### src/design/boot_pkg.sv
// ~~~~~~~~~~~~~~~~~~~~
// Address map is fixed at four banks of 512 words, 8 KB in total
// Byte address bits 1:0 are ignored by every port
// ~~~~~~~~~~~~~~~~~~~~
package boot_pkg;

   localparam int ADR_W      = 13;             // Byte address, 8 KB
   localparam int DAT_W      = 32;             // One word
   localparam int BANK_AW    = 9;              // Word address inside a bank
   localparam int NUM_BANKS  = 4;
   localparam int BANK_W     = 2;              // Bank index width
   localparam int SEL_W      = 4;              // Byte lanes per word
   localparam int LANE_W     = 8;              // Bits per byte lane
   localparam int WORD_BYTES = 4;              // PC step

   localparam int BANK_MSB   = 12;             // Bank select field
   localparam int BANK_LSB   = 11;
   localparam int WORD_MSB   = 10;             // Word select field
   localparam int WORD_LSB   = 2;

   typedef logic [ADR_W-1:0] adr_t;
   typedef logic [DAT_W-1:0] word_t;

   // Data port request, held by the master until ack
   typedef struct packed {
      adr_t             adr;
      word_t            dat;
      logic             we;
      logic [SEL_W-1:0] sel;                   // Byte lane enables
      logic             stb;
   } wb_req_t;

   typedef struct packed {
      logic valid;
      adr_t pc;
   } fetch_req_t;

   typedef struct packed {
      adr_t  pc;
      word_t instr;
   } fetch_rsp_t;

endpackage

### src/design/fetch_pc.sv
// ~~~~~~~~~~~~~~~~~~~~
// Issues one fetch per cycle while run_i is high
// Redirect wins over run and loads even when stopped
// ~~~~~~~~~~~~~~~~~~~~
module fetch_pc #(
   parameter boot_pkg::adr_t RESET_PC = '0     // Boot vector
) (
   input  logic                 clk,
   input  logic                 reset,
   input  logic                 run_i,         // Fetch enable
   input  logic                 redirect_i,    // Load new target
   input  boot_pkg::adr_t       redirect_pc_i,
   output boot_pkg::fetch_req_t req_o          // To bank read and align
);

   boot_pkg::adr_t pc_q;                       // Address presented this cycle
   boot_pkg::adr_t pc_next;                    // Sequential successor

   // One word ahead, wraps at the top of the 8 KB space
   assign pc_next = pc_q + boot_pkg::adr_t'(boot_pkg::WORD_BYTES);

   always_ff @(posedge clk) begin
      if (reset) begin
         pc_q <= RESET_PC;                     // Back to boot vector
      end else if (redirect_i) begin
         pc_q <= redirect_pc_i;                // Branch target issued next
      end else if (run_i) begin
         pc_q <= pc_next;                      // Step while running
      end
   end

   // Request goes out in the same cycle the counter holds it
   always_comb begin
      req_o.valid = run_i;                     // No fetch when stopped
      req_o.pc    = pc_q;
   end

endmodule

### config.mk
export PLATFORM = sky130hd
export DESIGN_NAME = fetch_pc
export DESIGN_NICKNAME = d
export VERILOG_FILES = /design/src/design/boot_pkg.sv /design/src/design/fetch_pc.sv
export SDC_FILE = /design/constraint.sdc
export NUM_CORES = 1
export LEC_CHECK = 0
export BUFFER_PORTS_ARGS = -buffer_cell sky130_fd_sc_hd__buf_2
export CORE_MARGIN = 2
export CORE_UTILIZATION = 45
export CTS_CLUSTER_DIAMETER = 50
export DETAILED_ROUTE_END_ITERATION = 7
export PLACE_DENSITY = 0.76
export SLEW_MARGIN = 20
export SYNTH_ARGS = -nofsm -noshare
export SYNTH_HDL_FRONTEND = slang
export SYNTH_SLANG_ARGS = --single-unit
### constraint.sdc
create_clock -name clk -period 1.8 [get_ports clk]
set_clock_uncertainty 0.05 [all_clocks]
set_input_delay 0.27 -clock clk [delete_from_list [all_inputs] [get_ports clk]]
set_output_delay 0.27 -clock clk [all_outputs]
set_load 0.005 [all_outputs]
* Word-level counts from Yosys, hierarchy flattened
Cells that the tools add are included.
Storage, ports and cells: bits in registers 13, latch bits 0, memory bits (writable) 0, bits in read-only memories 0, input bits 17, output and inout port bits 14, word-level logic and storage cells 5, memories 0
Cells by class: $add $sub $neg 1, $mul 0, div/mod/pow operators 0, order comparisons 0, eq/ne operators 0, shifts and indexed selects 0, mux-type cells 2, bitwise gates (word level) 0, reduce and logical (&&, ||, !) cells 1
Operators by type and width (count):
- 13-bit two-way mux | 2
- 13-bit by 3-bit adder with 13-bit output (second input constant) | 1
- 2-bit nonzero test | 1

* Longest topological paths before layout
depth after elaboration 3, gate-level depth with buffers 5

* Worst setup path after synthesis
Ideal clock, no wire load.
path kind reg-to-reg, start point register pc_q[2], end point register pc_q[8], arrival time 1.345 ns, path slack 0.337 ns, stages on the path, launching flop included 6, buffers on the path 0, period minus slack after synthesis 1.463 ns, cells stage by stage dfxtp_1 ha_1 nand2_1 or3_1 a21o_1 a21oi_2
On the way: longest elaborated chain between the ends 3
Ends and longest elaborated chain:
- start, declared | line fetch_pc.sv:16 | boot_pkg::adr_t pc_q;
- start signal, assigned | line fetch_pc.sv:26 | pc_q <= redirect_pc_i;
- start signal, assigned | line fetch_pc.sv:28 | pc_q <= pc_next;
- 13-bit by 3-bit adder with 13-bit output | line fetch_pc.sv:20 | assign pc_next = pc_q + boot_pkg::adr_t'(boot_pkg::WORD_BYTES);
- 13-bit two-way mux | line fetch_pc.sv:27 | end else if (run_i) begin
- 13-bit two-way mux | line fetch_pc.sv:25 | end else if (redirect_i) begin
No other way between the ends. The select of a mux whose other input is x is not followed. A chain may end at the register's enable or synchronous reset.

* Final worst setup path
Ends and elaborated chain as after synthesis.

==> impl_metrics.env <==
export IMPL_status="finished, final reports clean"
export IMPL_reg2reg_slack_ps=200
export IMPL_data_required_time_of_the_critical_path_ps=1970
export IMPL_tightest_slew_ps=425.5
export IMPL_numCtsBuffers=3
export IMPL_highest_count_cells_in_the_layout_ignoring_fill_and_taps="sky130_fd_sc_hd__buf_2 (30), sky130_fd_sc_hd__dfxtp_1 (13), sky130_fd_sc_hd__nor2_1 (12)"
export IMPL_ys_seq_area_frac=0.3681
export IMPL_cts_sink_count=13
export IMPL_ir_worst_vdd_mv=0.3897
export IMPL_grt_start_max_net_pins=25
export IMPL_largest_register_ffs=13
export IMPL_post_route_period_util=0.8885
export IMPL_fp_row_count=14
export IMPL_pin_count=31
export IMPL_die_height_um=43.64
export IMPL_post_cts_buffers=0
export IMPL_final_critical_path_setup_slack_ps=200.7
export IMPL_path_clk_slew_ps=80
export IMPL_number_of_antenna_violating_nets_in_the_routed_design=0
export IMPL_worst_path_max_delay_cell="sky130_fd_sc_hd__dfxtp_1"
export IMPL_layout_drive_gt1_share=0.3043
export IMPL_routedWlPerCell_um=11.94
export IMPL_track_usage=0.1635
export IMPL_initial_core_util=0.4748
export IMPL_number_of_max_slew_violations_in_the_final_report=0
export IMPL_criticalPathCategory="reg -> reg"
export IMPL_resized_after_cts=0
export IMPL_synth_top_area_frac=0.3681
export IMPL_timing_final_setup_violations=0
export IMPL_firstDrtPassIters=4
export IMPL_worstPathCellList="ha_1 > nand2_1 > or3_1 > a21o_1 > a21oi_2"
export IMPL_grt_ovfl_total=0
export IMPL_cts_tree="built"
export IMPL_synth_cells=86
export IMPL_largest_registers="pc_q: 13 flops"
export IMPL_crit_arrival_ps=1770
export IMPL_critical_path_max_stage_delay_ps=430
export IMPL_drc_errors=0
export IMPL_hold_violations=0
export IMPL_leakage_nw=0.3889
export IMPL_synth_ff_latch_count=13
export IMPL_slew_headroom=0.7164
export IMPL_fp_dieArea_mm2=0.001904
export IMPL_place_gp_congestion=0.7804
export IMPL_p_total_mw=0.6153
export IMPL_antenna_cells=0
export IMPL_timing_hold_ws_ps=168.1
export IMPL_viasPerCell=5.313
export IMPL_clock_insertion_delay_worst_skew_ps=280
export IMPL_max_freq_mhz=625.3
export IMPL_hold_buffers=0
export IMPL_cp_max_fo=5
export IMPL_fillers=130
export IMPL_timing_final_crit_period_ps=1599
export IMPL_cellPowerDensity_mw_per_mm2=701.5
export IMPL_cap_viol_max_count=0
export IMPL_totalWireLength_mm=1.564
export IMPL_unrepaired_setup_endpoints_after_global_routing="no"
export IMPL_synth_yosys_warnings=0
export IMPL_core_area_mm2=0.001489
export IMPL_cts_max_path_buffers=2
export IMPL_grt_pass1_vias=570
export IMPL_clock_root_buffer="sky130_fd_sc_hd__clkbuf_4"
export IMPL_layout_cells_most_common="sky130_fd_sc_hd__buf_2"
export IMPL_place_port_buffers=30
export IMPL_htree_levels=1
export IMPL_dpl_worst_slack_ps=251.0
export IMPL_place_hpwl_mm=1.123
export IMPL_post_synth_instance_area_um2=706.9
export IMPL_synth_area_per_cell_um2=8.220
export IMPL_setup_worst_path_end_class="flop"
export IMPL_syn_nets=104
export IMPL_dominant_cells_by_area_after_synthesis="sky130_fd_sc_hd__dfxtp_1 (37%), sky130_fd_sc_hd__xnor2_1 (7.4%), sky130_fd_sc_hd__mux2i_1 (7.1%), sky130_fd_sc_hd__nor2_1 (6.4%), sky130_fd_sc_hd__a21oi_1 (5.0%)"
export IMPL_post_synth_top_area_cell="sky130_fd_sc_hd__dfxtp_1"
export IMPL_hold_path_class="in -> reg"
export IMPL_floorplan_die_width_um=43.64
export IMPL_setup_total_negative_slack_ps=0
export IMPL_worst_setup_path_start_kind="flop"
export IMPL_grt_pass1_wl_mm=2.339
export IMPL_antenna_found_initial=0
export IMPL_drt_initial_drc_count=4
export IMPL_netlist_cell_type_count=27
export IMPL_num_vias=696
export IMPL_flow_area_growth_from_synthesis_pct=24.07
export IMPL_register_with_the_most_flip_flops="pc_q"
export IMPL_finish_net_count=134
==> worst paths after layout <==
path | from | end | depth (start not counted)
setup / recovery | pc_q[2] | pc_q[8] | 5
hold / removal | redirect_pc_i[6] | pc_q[6] | 3
setup reg to reg | pc_q[2] | pc_q[8] | 5
hold reg to reg | pc_q[1] | pc_q[1] | 2
==> layer usage <==
metal	vias to the layer above	track usage	wire length [um]
met5	-	0	0
met4	0	0.1091	38
li1	360	-	-
met3	4	0.02917	105
met2	25	0.2529	694
met1	307	0.2062	725
==> area by class of cell <==
type | count | area [um2] | area share
well taps | 16 | 20.02 | 0.02282
repair buffers | 30 | 150.1 | 0.1712
flip-flops and latches | 13 | 260.3 | 0.2967
inverters | 1 | 3.754 | 0.004280
multi-input cells | 67 | 416.7 | 0.4750
clock buffers | 4 | 26.28 | 0.02996
==> synthesized netlist by cell type <==
cell type                  number
sky130_fd_sc_hd__a21o_1         1
sky130_fd_sc_hd__a21oi_1        7
sky130_fd_sc_hd__a21oi_2        1
sky130_fd_sc_hd__a311o_1        1
sky130_fd_sc_hd__a31oi_1        1
sky130_fd_sc_hd__buf_2          3
sky130_fd_sc_hd__buf_4          1
sky130_fd_sc_hd__clkbuf_1       1
sky130_fd_sc_hd__dfxtp_1       13
sky130_fd_sc_hd__ha_1           1
sky130_fd_sc_hd__inv_1          1
sky130_fd_sc_hd__mux2i_1        5
sky130_fd_sc_hd__nand2_1        7
sky130_fd_sc_hd__nand3_1        4
sky130_fd_sc_hd__nand4_1        2
sky130_fd_sc_hd__nand4_2        1
sky130_fd_sc_hd__nor2_1        12
sky130_fd_sc_hd__nor2b_1        1
sky130_fd_sc_hd__nor3_1         3
sky130_fd_sc_hd__nor3b_1        4
sky130_fd_sc_hd__nor4_1         1
sky130_fd_sc_hd__o21a_1         1
sky130_fd_sc_hd__o21ai_0        2
sky130_fd_sc_hd__o22ai_1        3
sky130_fd_sc_hd__or3_1          1
sky130_fd_sc_hd__xnor2_1        6
sky130_fd_sc_hd__xor2_1         2
==> logic make-up after synthesis <==
group,synth area share
adder cells (fa/ha/maj),0.01770
XOR/XNOR,0.09912
AO/OA/AOI/OAI,0.1469
flip-flops,0.3681
AND/OR/NAND/NOR,0.2549
buffers and inverters,0.04247
multiplexers,0.07080
==> through the flow <==
| stage | instance area [um2] | cells | util |
|---|---|---|---|
| 2_1_floorplan | 706.9 | 86 | - |
| 3_3_place_gp | 850.8 | 127 | 0.5714 |
| 3_5_place_dp | 850.8 | 127 | 0.5714 |
| 4_1_cts | 877.1 | 131 | 0.5891 |
| 5_1_grt | 877.1 | 131 | 0.5891 |
| 6_report | 877.1 | 131 | 0.5891 |
==> power breakdown <==
group	total, mW	leakage (nW)	switching [mW]	internal [mW]
Clock	0.183	0.0150	0.0969	0.0861
Sequential	0.328	0.107	0.0223	0.306
Combinational	0.104	0.266	0.0501	0.0541
==> critical path, delay by kind of cell (launching register included) <==
kind | cells | cell delay, ps
flip-flops | 1 | 430
adder cells (fa/ha/maj) | 1 | 260
AO/OA/AOI/OAI | 2 | 300
AND/OR/NAND/NOR | 2 | 490
Power figures use the tool's default switching activity.
