===== src/design/boot_pkg.sv =====
// ~~~~~~~~~~~~~~~~~~~~
// Address map is fixed at four banks of 512 words, 8 KB in total
// Byte address bits 1:0 are ignored by every port
// ~~~~~~~~~~~~~~~~~~~~
package boot_pkg;

   localparam int ADR_W      = 13;             // Byte address, 8 KB
   localparam int DAT_W      = 32;             // One word
   localparam int BANK_AW    = 9;              // Word address inside a bank
   localparam int NUM_BANKS  = 4;
   localparam int BANK_W     = 2;              // Bank index width
   localparam int SEL_W      = 4;              // Byte lanes per word
   localparam int LANE_W     = 8;              // Bits per byte lane
   localparam int WORD_BYTES = 4;              // PC step

   localparam int BANK_MSB   = 12;             // Bank select field
   localparam int BANK_LSB   = 11;
   localparam int WORD_MSB   = 10;             // Word select field
   localparam int WORD_LSB   = 2;

   typedef logic [ADR_W-1:0] adr_t;
   typedef logic [DAT_W-1:0] word_t;

   // Data port request, held by the master until ack
   typedef struct packed {
      adr_t             adr;
      word_t            dat;
      logic             we;
      logic [SEL_W-1:0] sel;                   // Byte lane enables
      logic             stb;
   } wb_req_t;

   typedef struct packed {
      logic valid;
      adr_t pc;
   } fetch_req_t;

   typedef struct packed {
      adr_t  pc;
      word_t instr;
   } fetch_rsp_t;

endpackage


===== src/design/fetch_align.sv =====
// ~~~~~~~~~~~~~~~~~~~~
// Matches the one-cycle RAM latency, results cannot be stalled
// ~~~~~~~~~~~~~~~~~~~~
module fetch_align (
   input  logic                 clk,
   input  logic                 reset,
   input  boot_pkg::fetch_req_t req_i,         // Request seen by the RAM
   input  boot_pkg::word_t      instr_i,       // Word read for that request
   output logic                 valid_o,
   output boot_pkg::fetch_rsp_t rsp_o
);

   logic           valid_q;                    // Fetch in the bank read stage
   boot_pkg::adr_t pc_q;                       // Its address

   // Valid is control, cleared on reset
   always_ff @(posedge clk) begin
      if (reset) begin
         valid_q <= 1'b0;
      end else begin
         valid_q <= req_i.valid;
      end
   end

   // Capture the pc at the same edge that clocks the RAM read
   always_ff @(posedge clk) begin
      if (req_i.valid) begin
         pc_q <= req_i.pc;                     // Holds while stopped
      end
   end

   assign valid_o = valid_q;

   always_comb begin
      rsp_o.pc    = pc_q;
      rsp_o.instr = instr_i;                   // Arrives with the pc
   end

endmodule


===== config.mk =====
export PLATFORM = sky130hd
export DESIGN_NAME = fetch_align
export DESIGN_NICKNAME = d
export VERILOG_FILES = /design/src/design/boot_pkg.sv /design/src/design/fetch_align.sv
export SDC_FILE = /design/constraint.sdc
export NUM_CORES = 1
export LEC_CHECK = 0
export ABC_AREA = 1
export ABC_CLOCK_PERIOD_IN_PS = 800
export BUFFER_PORTS_ARGS = -buffer_cell sky130_fd_sc_hd__buf_2
export CORE_MARGIN = 2
export CORE_UTILIZATION = 29
export DETAILED_ROUTE_END_ITERATION = 16
export PLACE_DENSITY = 0.78
export SYNTH_ARGS = -nofsm -noshare
export SYNTH_HDL_FRONTEND = slang
export SYNTH_SLANG_ARGS = --single-unit

===== constraint.sdc =====
create_clock -name clk -period 0.8 [get_ports clk]
set_clock_uncertainty 0.1 [all_clocks]
set_input_delay 0.24 -clock clk [delete_from_list [all_inputs] [get_ports clk]]
set_output_delay 0.24 -clock clk [all_outputs]
set_load 0.05 [all_outputs]

**Yosys cells after proc, flatten, opt, wreduce, memory -nomap -nowiden**

Index checks and enable logic that the tools add are counted.

- Flip-flop bits (word level): 14
- Bits of input ports: 48
- Output and inout bits: 46
- Word-level logic and storage cells: 2

**Longest topological paths before layout**

Gate-level depths: netlist (run 1).

- Depth after elaboration: 0
- Gate-level depth with buffers: 2

**Worst setup path after synthesis (run 1)**

Ideal clock, no wire load.

- Kind: register to output
- Start point: register pc_q[0]
- End point: output rsp_o[32] (netlist bit)
- Arrival: 0.601 ns
- Data required time: 0.460 ns
- Slack: -0.141 ns
- Stages on the path, launching flop included: 1
- Cells stage by stage: edfxtp_1

RTL lines:

| what | line | RTL |
|---|---|---|
| from (decl) | fetch_align.sv:14 | `boot_pkg::adr_t pc_q;` |
| from (signal assigned) | fetch_align.sv:28 | `pc_q <= req_i.pc;` |
| to (decl) | fetch_align.sv:10 | `output boot_pkg::fetch_rsp_t rsp_o` |

No word-level cell between the ends.

**Final worst setup path (run 1)**

- Start point: register pc_q[0]
- End point: output rsp_o[32] (netlist bit)

No word-level cell between the ends.

==> results of run 1 <==
[worst paths after layout]
check	slack, ns	from	endpoint
setup / recovery	-0.37	pc_q[0]$_DFFE_PP_	rsp_o[32]
hold / removal	0.01	reset	valid_o$_SDFF_PP0_
[power by group through the flow]
| stage | Sequential, uW | Combinational [uW] | Clock [uW] |
|---|---|---|---|
| 3_5_place_dp | 889 | 315 | 0 |
| 6_report | 887 | 377 | 403 |
| 5_1_grt | 893 | 391 | 458 |
| 3_3_place_gp | 888 | 312 | 0 |
| 2_1_floorplan | 1090 | 434 | 0 |
| 4_1_cts | 888 | 381 | 425 |
[final cells by class]
class | instances | area (um^2)
Timing Repair Buffer | 30 | 256
Sequential cell | 14 | 412
Clock buffer | 4 | 26.3
Fill cell | 217 | 1450
Multi-Input combinational cell | 1 | 6.26
Inverter | 1 | 3.75
Tap cell | 28 | 35.0
[sequential cells by signal, indices dropped and copies added (netlist names)]
register	count
valid_o	1
pc_q	13
[stage by stage]
step           total power [uW]  TNS, ns  instances
2_1_floorplan              1530    -1.83         48
3_3_place_gp               1200    -2.23         74
3_5_place_dp               1200    -2.38         74
4_1_cts                    1690    -5.21         78
5_1_grt                    1740    -5.60         78
6_report                   1670    -4.99         78
[what timing repair did]
action / CTS / global route
endpoints found under the setup margin: 14 / 14
resized for setup: 29 / 0
setup buffers: 0 / 0
hold endpoints to repair: 0 / 1
[synth_stat cells]
cell type / count
buf_4: 32
dfxtp_1: 1
edfxtp_1: 13
inv_1: 1
nor2_2: 1
[routing by layer]
layer	up-vias	global-route usage, %	part of all wire (%)
met1	135	6.80	34
li1	131	-	-
met4	0	5.26	0
met2	28	12.6	53
met3	0	5.17	13
met5	-	0	0
[kinds of logic after synthesis]
logic type             synth area share (%)
DFF                                    62.1
and+or+nand+nor                       0.948
buffers and inverters                  36.9
==> results_dict.tcl, run 1 <==
set metrics [dict create \
    mostFrequentLayoutCells "15 x buf_2, 13 x buf_6, 13 x edfxtp_1" \
    utilization_pct 33.8 \
    rsz0062_at_grt "yes" \
    cp_slowest_stage_delay_ns 0.39 \
    arrival_ns 0.83 \
    setup_violations 14 \
    dieArea_mm2 0.00268 \
    clkPwrFrac_pct 24.2 \
    die_height_um 51.7 \
    yosysWarnings 0 \
    crit_cells 1 \
    p_int_uw 1190 \
    area_growth_pct 11.9 \
    drc 0 \
    seqPwrFrac_pct 53.2 \
    path_clk_slew_ns 0.08 \
    ctsHoldBuffers 0 \
    firstDrtPassIters 2 \
    p_leak_uw 0.000312 \
    crit_fanout 1 \
    crit_family "flip-flops" \
    synthCells 48 \
    coreArea_mm2 0.00219 \
    slew_violations 0 \
    drtIter0Drc 2 \
    violations "setup timing" \
    cts_buffers 3 \
    htree_levels 1 \
    worstPathRequired_ns 0.46 \
    vias_per_cell 3.77 \
    gr-total-overflow 0 \
    pre_cts_slack_ns -0.107 \
    postRouteAntennaNets 0 \
    timing.final.crit_share_pct 146 \
    grt_max_degree 15 \
    layout-drive-gt1-share_pct 70.0 \
    final_common_cell "buf_2" \
    outcome "finished, violations left" \
    cts-root-buf "clkbuf_4" \
    ys_seq_area_share_pct 62.1 \
    path_class "flip-flop to output pin" \
    ys_ff_latch 14 \
    fin_nets 99 \
    io_buffers 29 \
    ys_types 5 \
    cts_tree "yes" \
    max_freq_ghz 0.854 \
    io_pins 94 \
    syn_nets 96 \
    initial_core_util_pct 30.2 \
    ys_top_cells_by_area "edfxtp_1 59%, buf_4 36%, dfxtp_1 3.0%" \
    tightest_slew_ns 0.110 \
    vdd_drop_max_mv 0.894 \
    diodes 0 \
    timing.hold.ws_ns 0.0120 \
    hold_depth 2 \
    maxCapViolations 0 \
    routed_wl_um 924 \
    cp_num_buf_inv 1 \
    clock_sinks 14 \
    synth_top_area_share_pct 59.1 \
    worst_path_max_delay_cell "edfxtp_1" \
    holdCritPathClass "input pin to flip-flop" \
    fin_crit_ns 1.17 \
    vias 294 \
    final_hold_viol_count 0 \
    grt_use_total_pct 7.73 \
    die_x_um 51.7 \
    synth_area_um2 661 \
    p_per_area_mw_per_mm2 2260 \
    routabilityCongestion 0.667 \
    rows 17 \
    setup_slack_ns -0.370 \
    p_sw_uw 473 \
    syn_avg_cell_area_um2 13.8 \
    placed_area_um2 622 \
    grt_first_pass_wirelength_mm 1.42 \
    synth_top_cell_by_area "edfxtp_1" \
    sw_frac_of_total_pct 28.3 \
    antenna_found_initial 0 \
    wire_per_inst_um 11.8 \
    relSlewSlack_pct 92.7 \
    fin_area_um2 739 \
    clk_path_buf_depth 2 \
    start_kind "flip-flop" \
    end_kind "output pin" \
    critical_path.cell_chain "buf_6" \
    combPwrFrac_pct 22.6 \
    grt_pass1_vias 330 \
]
(Power assumes the default switching activity.)
==> run 2, diff against run 1 <==
- ABC_CLOCK_PERIOD_IN_PS: 800 -> 1300
- clock period: 0.8 -> 1.3 ns (I/O delays scaled with it)
==> results_dict.tcl, run 2 (synthesis results as in run 1) <==
set metrics [dict create \
    outcome "finished, violations left" \
    violations "setup timing" \
    cts_buffers 3 \
    end_kind "output pin" \
    coreArea_mm2 0.00219 \
    mostFrequentLayoutCells "15 x buf_2, 14 x buf_6, 13 x edfxtp_1" \
    combPwrFrac_pct 22.2 \
    cp_num_buf_inv 1 \
    placed_area_um2 601 \
    initial_core_util_pct 30.2 \
    area_growth_pct 8.14 \
    io_buffers 29 \
    clkPwrFrac_pct 23.6 \
    grt_max_degree 15 \
    postRouteAntennaNets 0 \
    sw_frac_of_total_pct 27.7 \
    fin_crit_ns 1.32 \
    rows 17 \
    grt_pass1_vias 304 \
    diodes 0 \
    die_x_um 51.7 \
    top_layer_used "met4" \
    vias 292 \
    cts-root-buf "clkbuf_4" \
    io_pins 94 \
    gr-total-overflow 0 \
    timing.final.crit_share_pct 102 \
    crit_fanout 1 \
    path_clk_slew_ns 0.08 \
    dr_wl_met3_um 193 \
    grt_first_pass_wirelength_mm 1.38 \
    pre_cts_slack_ns 0.192 \
    layout-drive-gt1-share_pct 67.3 \
    relSlewSlack_pct 79.9 \
    largest_register_ffs 13 \
    drtIter0Drc 1 \
    grt_use_total_pct 7.30 \
    p_per_area_mw_per_mm2 1410 \
    drc 0 \
    p_leak_uw 0.000302 \
    fin_area_um2 714 \
    cts_tree "yes" \
    critical_path.cell_chain "buf_6" \
    fin_nets 98 \
    met1_length_um 255 \
    routed_wl_um 966 \
    antenna_found_initial 0 \
    vdd_drop_max_mv 0.608 \
    tightest_slew_ns 0.302 \
    p_sw_uw 279 \
    setup_slack_ns -0.0233 \
    htree_levels 1 \
    final_hold_viol_count 0 \
    path_class "flip-flop to output pin" \
    wire_per_inst_um 12.5 \
    utilization_pct 32.6 \
    dieArea_mm2 0.00268 \
    maxCapViolations 0 \
    regMostFlops "pc_q" \
    vias_per_cell 3.79 \
    cts_setup_buffers 0 \
    start_kind "flip-flop" \
    layout.cells.non_filler 77 \
    wl_met2_um 485 \
    worstPathRequired_ns 0.81 \
    seqPwrFrac_pct 54.2 \
    rsz0062_at_grt "yes" \
    arrival_ns 0.83 \
    p_int_uw 728 \
    cp_slowest_stage_delay_ns 0.39 \
    crit_family "flip-flops" \
    clock_sinks 14 \
    max_freq_ghz 0.756 \
    firstDrtPassIters 2 \
    routabilityCongestion 0.605 \
    setup_violations 10 \
    worst_path_max_delay_cell "edfxtp_1" \
    clk_path_buf_depth 2 \
    holdCritPathClass "input pin to flip-flop" \
    dp_cells 73 \
    final_common_cell "buf_2" \
    die_height_um 51.7 \
    slew_violations 0 \
]
[run 2: repair_timing]
item,in CTS,in global routing
hold buffers,0,0
setup endpoints to repair,14,14
gates resized for setup,27,1
[run 2: final cells by class]
type                            instances  area (um^2)
Clock buffer                            4         26.3
Fill cell                             230         1480
Inverter                                1         3.75
Multi-Input combinational cell          1         6.26
Sequential cell                        14          410
Tap cell                               28         35.0
Timing Repair Buffer                   29          233
[run 2: power groups by stage]
stage               Clock (uW)  Combinational (uW)  Sequential, uW
detailed placement           0                 186             548
global placement             0                 185             547
CTS                        254                 225             546
global route               274                 232             549
finish                     237                 224             546
floorplan                    0                 267             672
[run 2: path summary, 6_finish.rpt]
path,start,slack [ns],cells past startpoint,to
hold / removal,reset,0.18,2,valid_o$_SDFF_PP0_
setup / recovery,pc_q[8]$_DFFE_PP_,-0.02,1,rsp_o[40]
[run 2: metrics by stage]
| step | setup TNS [ns] | hold WS (ns) | total power [uW] |
|---|---|---|---|
| floorplan | 0 | 0.357 | 939 |
| global placement | 0 | 0.456 | 731 |
| detailed placement | 0 | 0.457 | 734 |
| CTS | -0.315 | 0.166 | 1020 |
| global route | -0.619 | 0.165 | 1050 |
| finish | -0.115 | 0.179 | 1010 |
[run 2: routing by layer]
layer  up-vias  global-route usage (%)
met5         -                       0
met4         0                    3.95
met3         8                    7.18
met2        38                    11.1
met1       121                    6.07
li1        125                       -
==> run 3, diff against run 2 <==
- ABC_AREA: 1 -> unset
==> results_dict.tcl, run 3 <==
set metrics [dict create \
    die_x_um 51.9 \
    cp_num_buf_inv 1 \
    critical_path.cell_chain "buf_6" \
    firstDrtPassIters 2 \
    vias 299 \
    synth_top_area_share_pct 58.8 \
    async_flop_share_pct 0 \
    ys.flop_type "edfxtp_1" \
    crit_fanout 1 \
    coreArea_mm2 0.00219 \
    yosys.cell_count.top_type "buf_4" \
    setup_slack_ns -0.0239 \
    timing.hold.ws_ns 0.191 \
    max_freq_ghz 0.755 \
    ctsHoldBuffers 0 \
    violations "setup timing" \
    routabilityCongestion 0.590 \
    slew_violations 0 \
    sw_frac_of_total_pct 28.7 \
    cp_slowest_stage_delay_ns 0.40 \
    p_sw_uw 291 \
    diodes 0 \
    cts_buffers 3 \
    outcome "finished, violations left" \
    end_kind "output pin" \
    synth_edf_count 13 \
    dieArea_mm2 0.00269 \
    largest_register_ffs 13 \
    synth_area_um2 664 \
    layout-drive-gt1-share_pct 68.8 \
    worst_path_max_delay_cell "edfxtp_1" \
    power_uw 1010 \
    io_buffers 29 \
    postRouteAntennaNets 0 \
    fin_nets 97 \
    synthCells 47 \
    path_class "flip-flop to output pin" \
    antenna_found_initial 0 \
    ys_ff_latch 14 \
    tightest_slew_ns 0.295 \
    grt_pass1_vias 366 \
    initial_core_util_pct 30.3 \
    pre_cts_slack_ns 0.193 \
    drtIter0Drc 1 \
    utilization_pct 32.8 \
    ys_types 4 \
    routed_wl_mm 1.05 \
    seqPwrFrac_pct 53.9 \
    drc 0 \
    vdd_drop_max_mv 0.761 \
    wire_per_inst_um 13.9 \
    whs_endpoint "pc_q[6]$_DFFE_PP_" \
    p_leak_uw 0.000302 \
    crit_cells 1 \
    arrival_ns 0.83 \
    holdCritStartpoint "req_i[6]" \
    grt_max_degree 15 \
    ys_top_cells_by_area "edfxtp_1 59%, buf_4 36%, dfxtp_1 3.0%" \
    combPwrFrac_pct 22.4 \
    setup_violations 13 \
    clkPwrFrac_pct 23.7 \
    start_kind "flip-flop" \
    fin_crit_ns 1.32 \
    synth_common_cells "32 x buf_4, 13 x edfxtp_1, 1 x dfxtp_1, 1 x nor2b_4" \
    syn_nets 95 \
    vias_per_cell 3.93 \
    mostFrequentLayoutCells "15 x buf_2, 14 x buf_6, 13 x edfxtp_1" \
    final_common_cell "buf_2" \
    worstPathRequired_ns 0.81 \
    holdCritPathClass "input pin to flip-flop" \
    cts-root-buf "clkbuf_4" \
    die_height_um 51.9 \
    relSlewSlack_pct 80.3 \
    yosysWarnings 0 \
    cts_setup_buffers 0 \
    synth_top_cell_by_area "edfxtp_1" \
    grt_first_pass_wirelength_mm 1.59 \
    clock_sinks 14 \
    path_clk_slew_ns 0.08 \
    hold_depth 1 \
    cts_tree "yes" \
    area_growth_pct 8.10 \
    p_per_area_mw_per_mm2 1410 \
    maxCapViolations 0 \
    htree_levels 1 \
    rows 17 \
    crit_family "flip-flops" \
    final_hold_viol_count 0 \
    syn_avg_cell_area_um2 14.1 \
    clk_path_buf_depth 2 \
    ys_seq_area_share_pct 61.8 \
    rsz0062_at_grt "yes" \
    grt_use_total_pct 8.32 \
    io_pins 94 \
    timing.final.crit_share_pct 102 \
    gr-total-overflow 0 \
    regMostFlops "pc_q" \
    p_int_uw 721 \
    fillCellCount 234 \
]
-- run 3: cell count changes in the layout (fill, tap and decap cells not counted) --
cell,previous run,this run
clkbuf_1,1,0
clkinv_1,0,1
inv_1,1,0
nor2_2,1,0
nor2b_4,0,1
-- run 3: cell type report --
class	count	area, um^2	area share, %
Sequential cell	14	410	57.1
Timing Repair Buffer	29	233	32.4
Tap cell	28	35.0	4.88
Clock buffer	3	22.5	3.14
Multi-Input combinational cell	1	13.8	1.92
Clock inverter	1	3.75	0.523
-- run 3: metal layers --
layer | GRT usage, % | wire length (um)
met1 | 6.83 | 260
met4 | 11.8 | 81
met5 | 0 | 0
met2 | 11.8 | 529
met3 | 4.60 | 181
-- run 3: kinds of logic after synthesis --
kind of cell           Yosys count  synth area share (%)
and+or+nand+nor                  1                  2.07
buffers and inverters           32                  36.2
DFF                             14                  61.8
-- run 3: worst max path at each step --
stage | startpoint | endpoint | slack [ns]
final | pc_q[11]$_DFFE_PP_ | rsp_o[43] | -0.02
after global routing | pc_q[11]$_DFFE_PP_ | rsp_o[43] | -0.07
after CTS | pc_q[2]$_DFFE_PP_ | rsp_o[34] | -0.04
after detailed placement | req_i[13] | pc_q[6]$_DFFE_PP_ | 0.19
after global placement | req_i[13] | pc_q[2]$_DFFE_PP_ | 0.21
after floorplan | pc_q[0]$_DFFE_PP_ | rsp_o[32] | 0.21
-- run 3: per-stage QoR --
| stage | TNS [ns] | std cells | instance area, um^2 |
|---|---|---|---|
| after floorplan | 0 | 47 | 664 |
| after global placement | 0 | 72 | 604 |
| after detailed placement | 0 | 72 | 604 |
| after CTS | -0.371 | 76 | 714 |
| after global routing | -0.696 | 76 | 718 |
| final | -0.158 | 76 | 718 |
-- run 3: power groups by stage --
stage                     combinational (uW)  sequential, uW  clock (uW)
after global placement                   187             546           0
after CTS                                227             547         254
after global routing                     235             549         276
after floorplan                          268             672           0
final                                    227             546         240
after detailed placement                 188             548           0
-- run 3: timing repair --
| item | 4_1_cts | 5_1_grt |
|---|---|---|
| setup endpoints to repair | 14 | 14 |
| endpoints found under the hold margin | 0 | 0 |
| resized for setup | 27 | 1 |
| cloned | 0 | 0 |
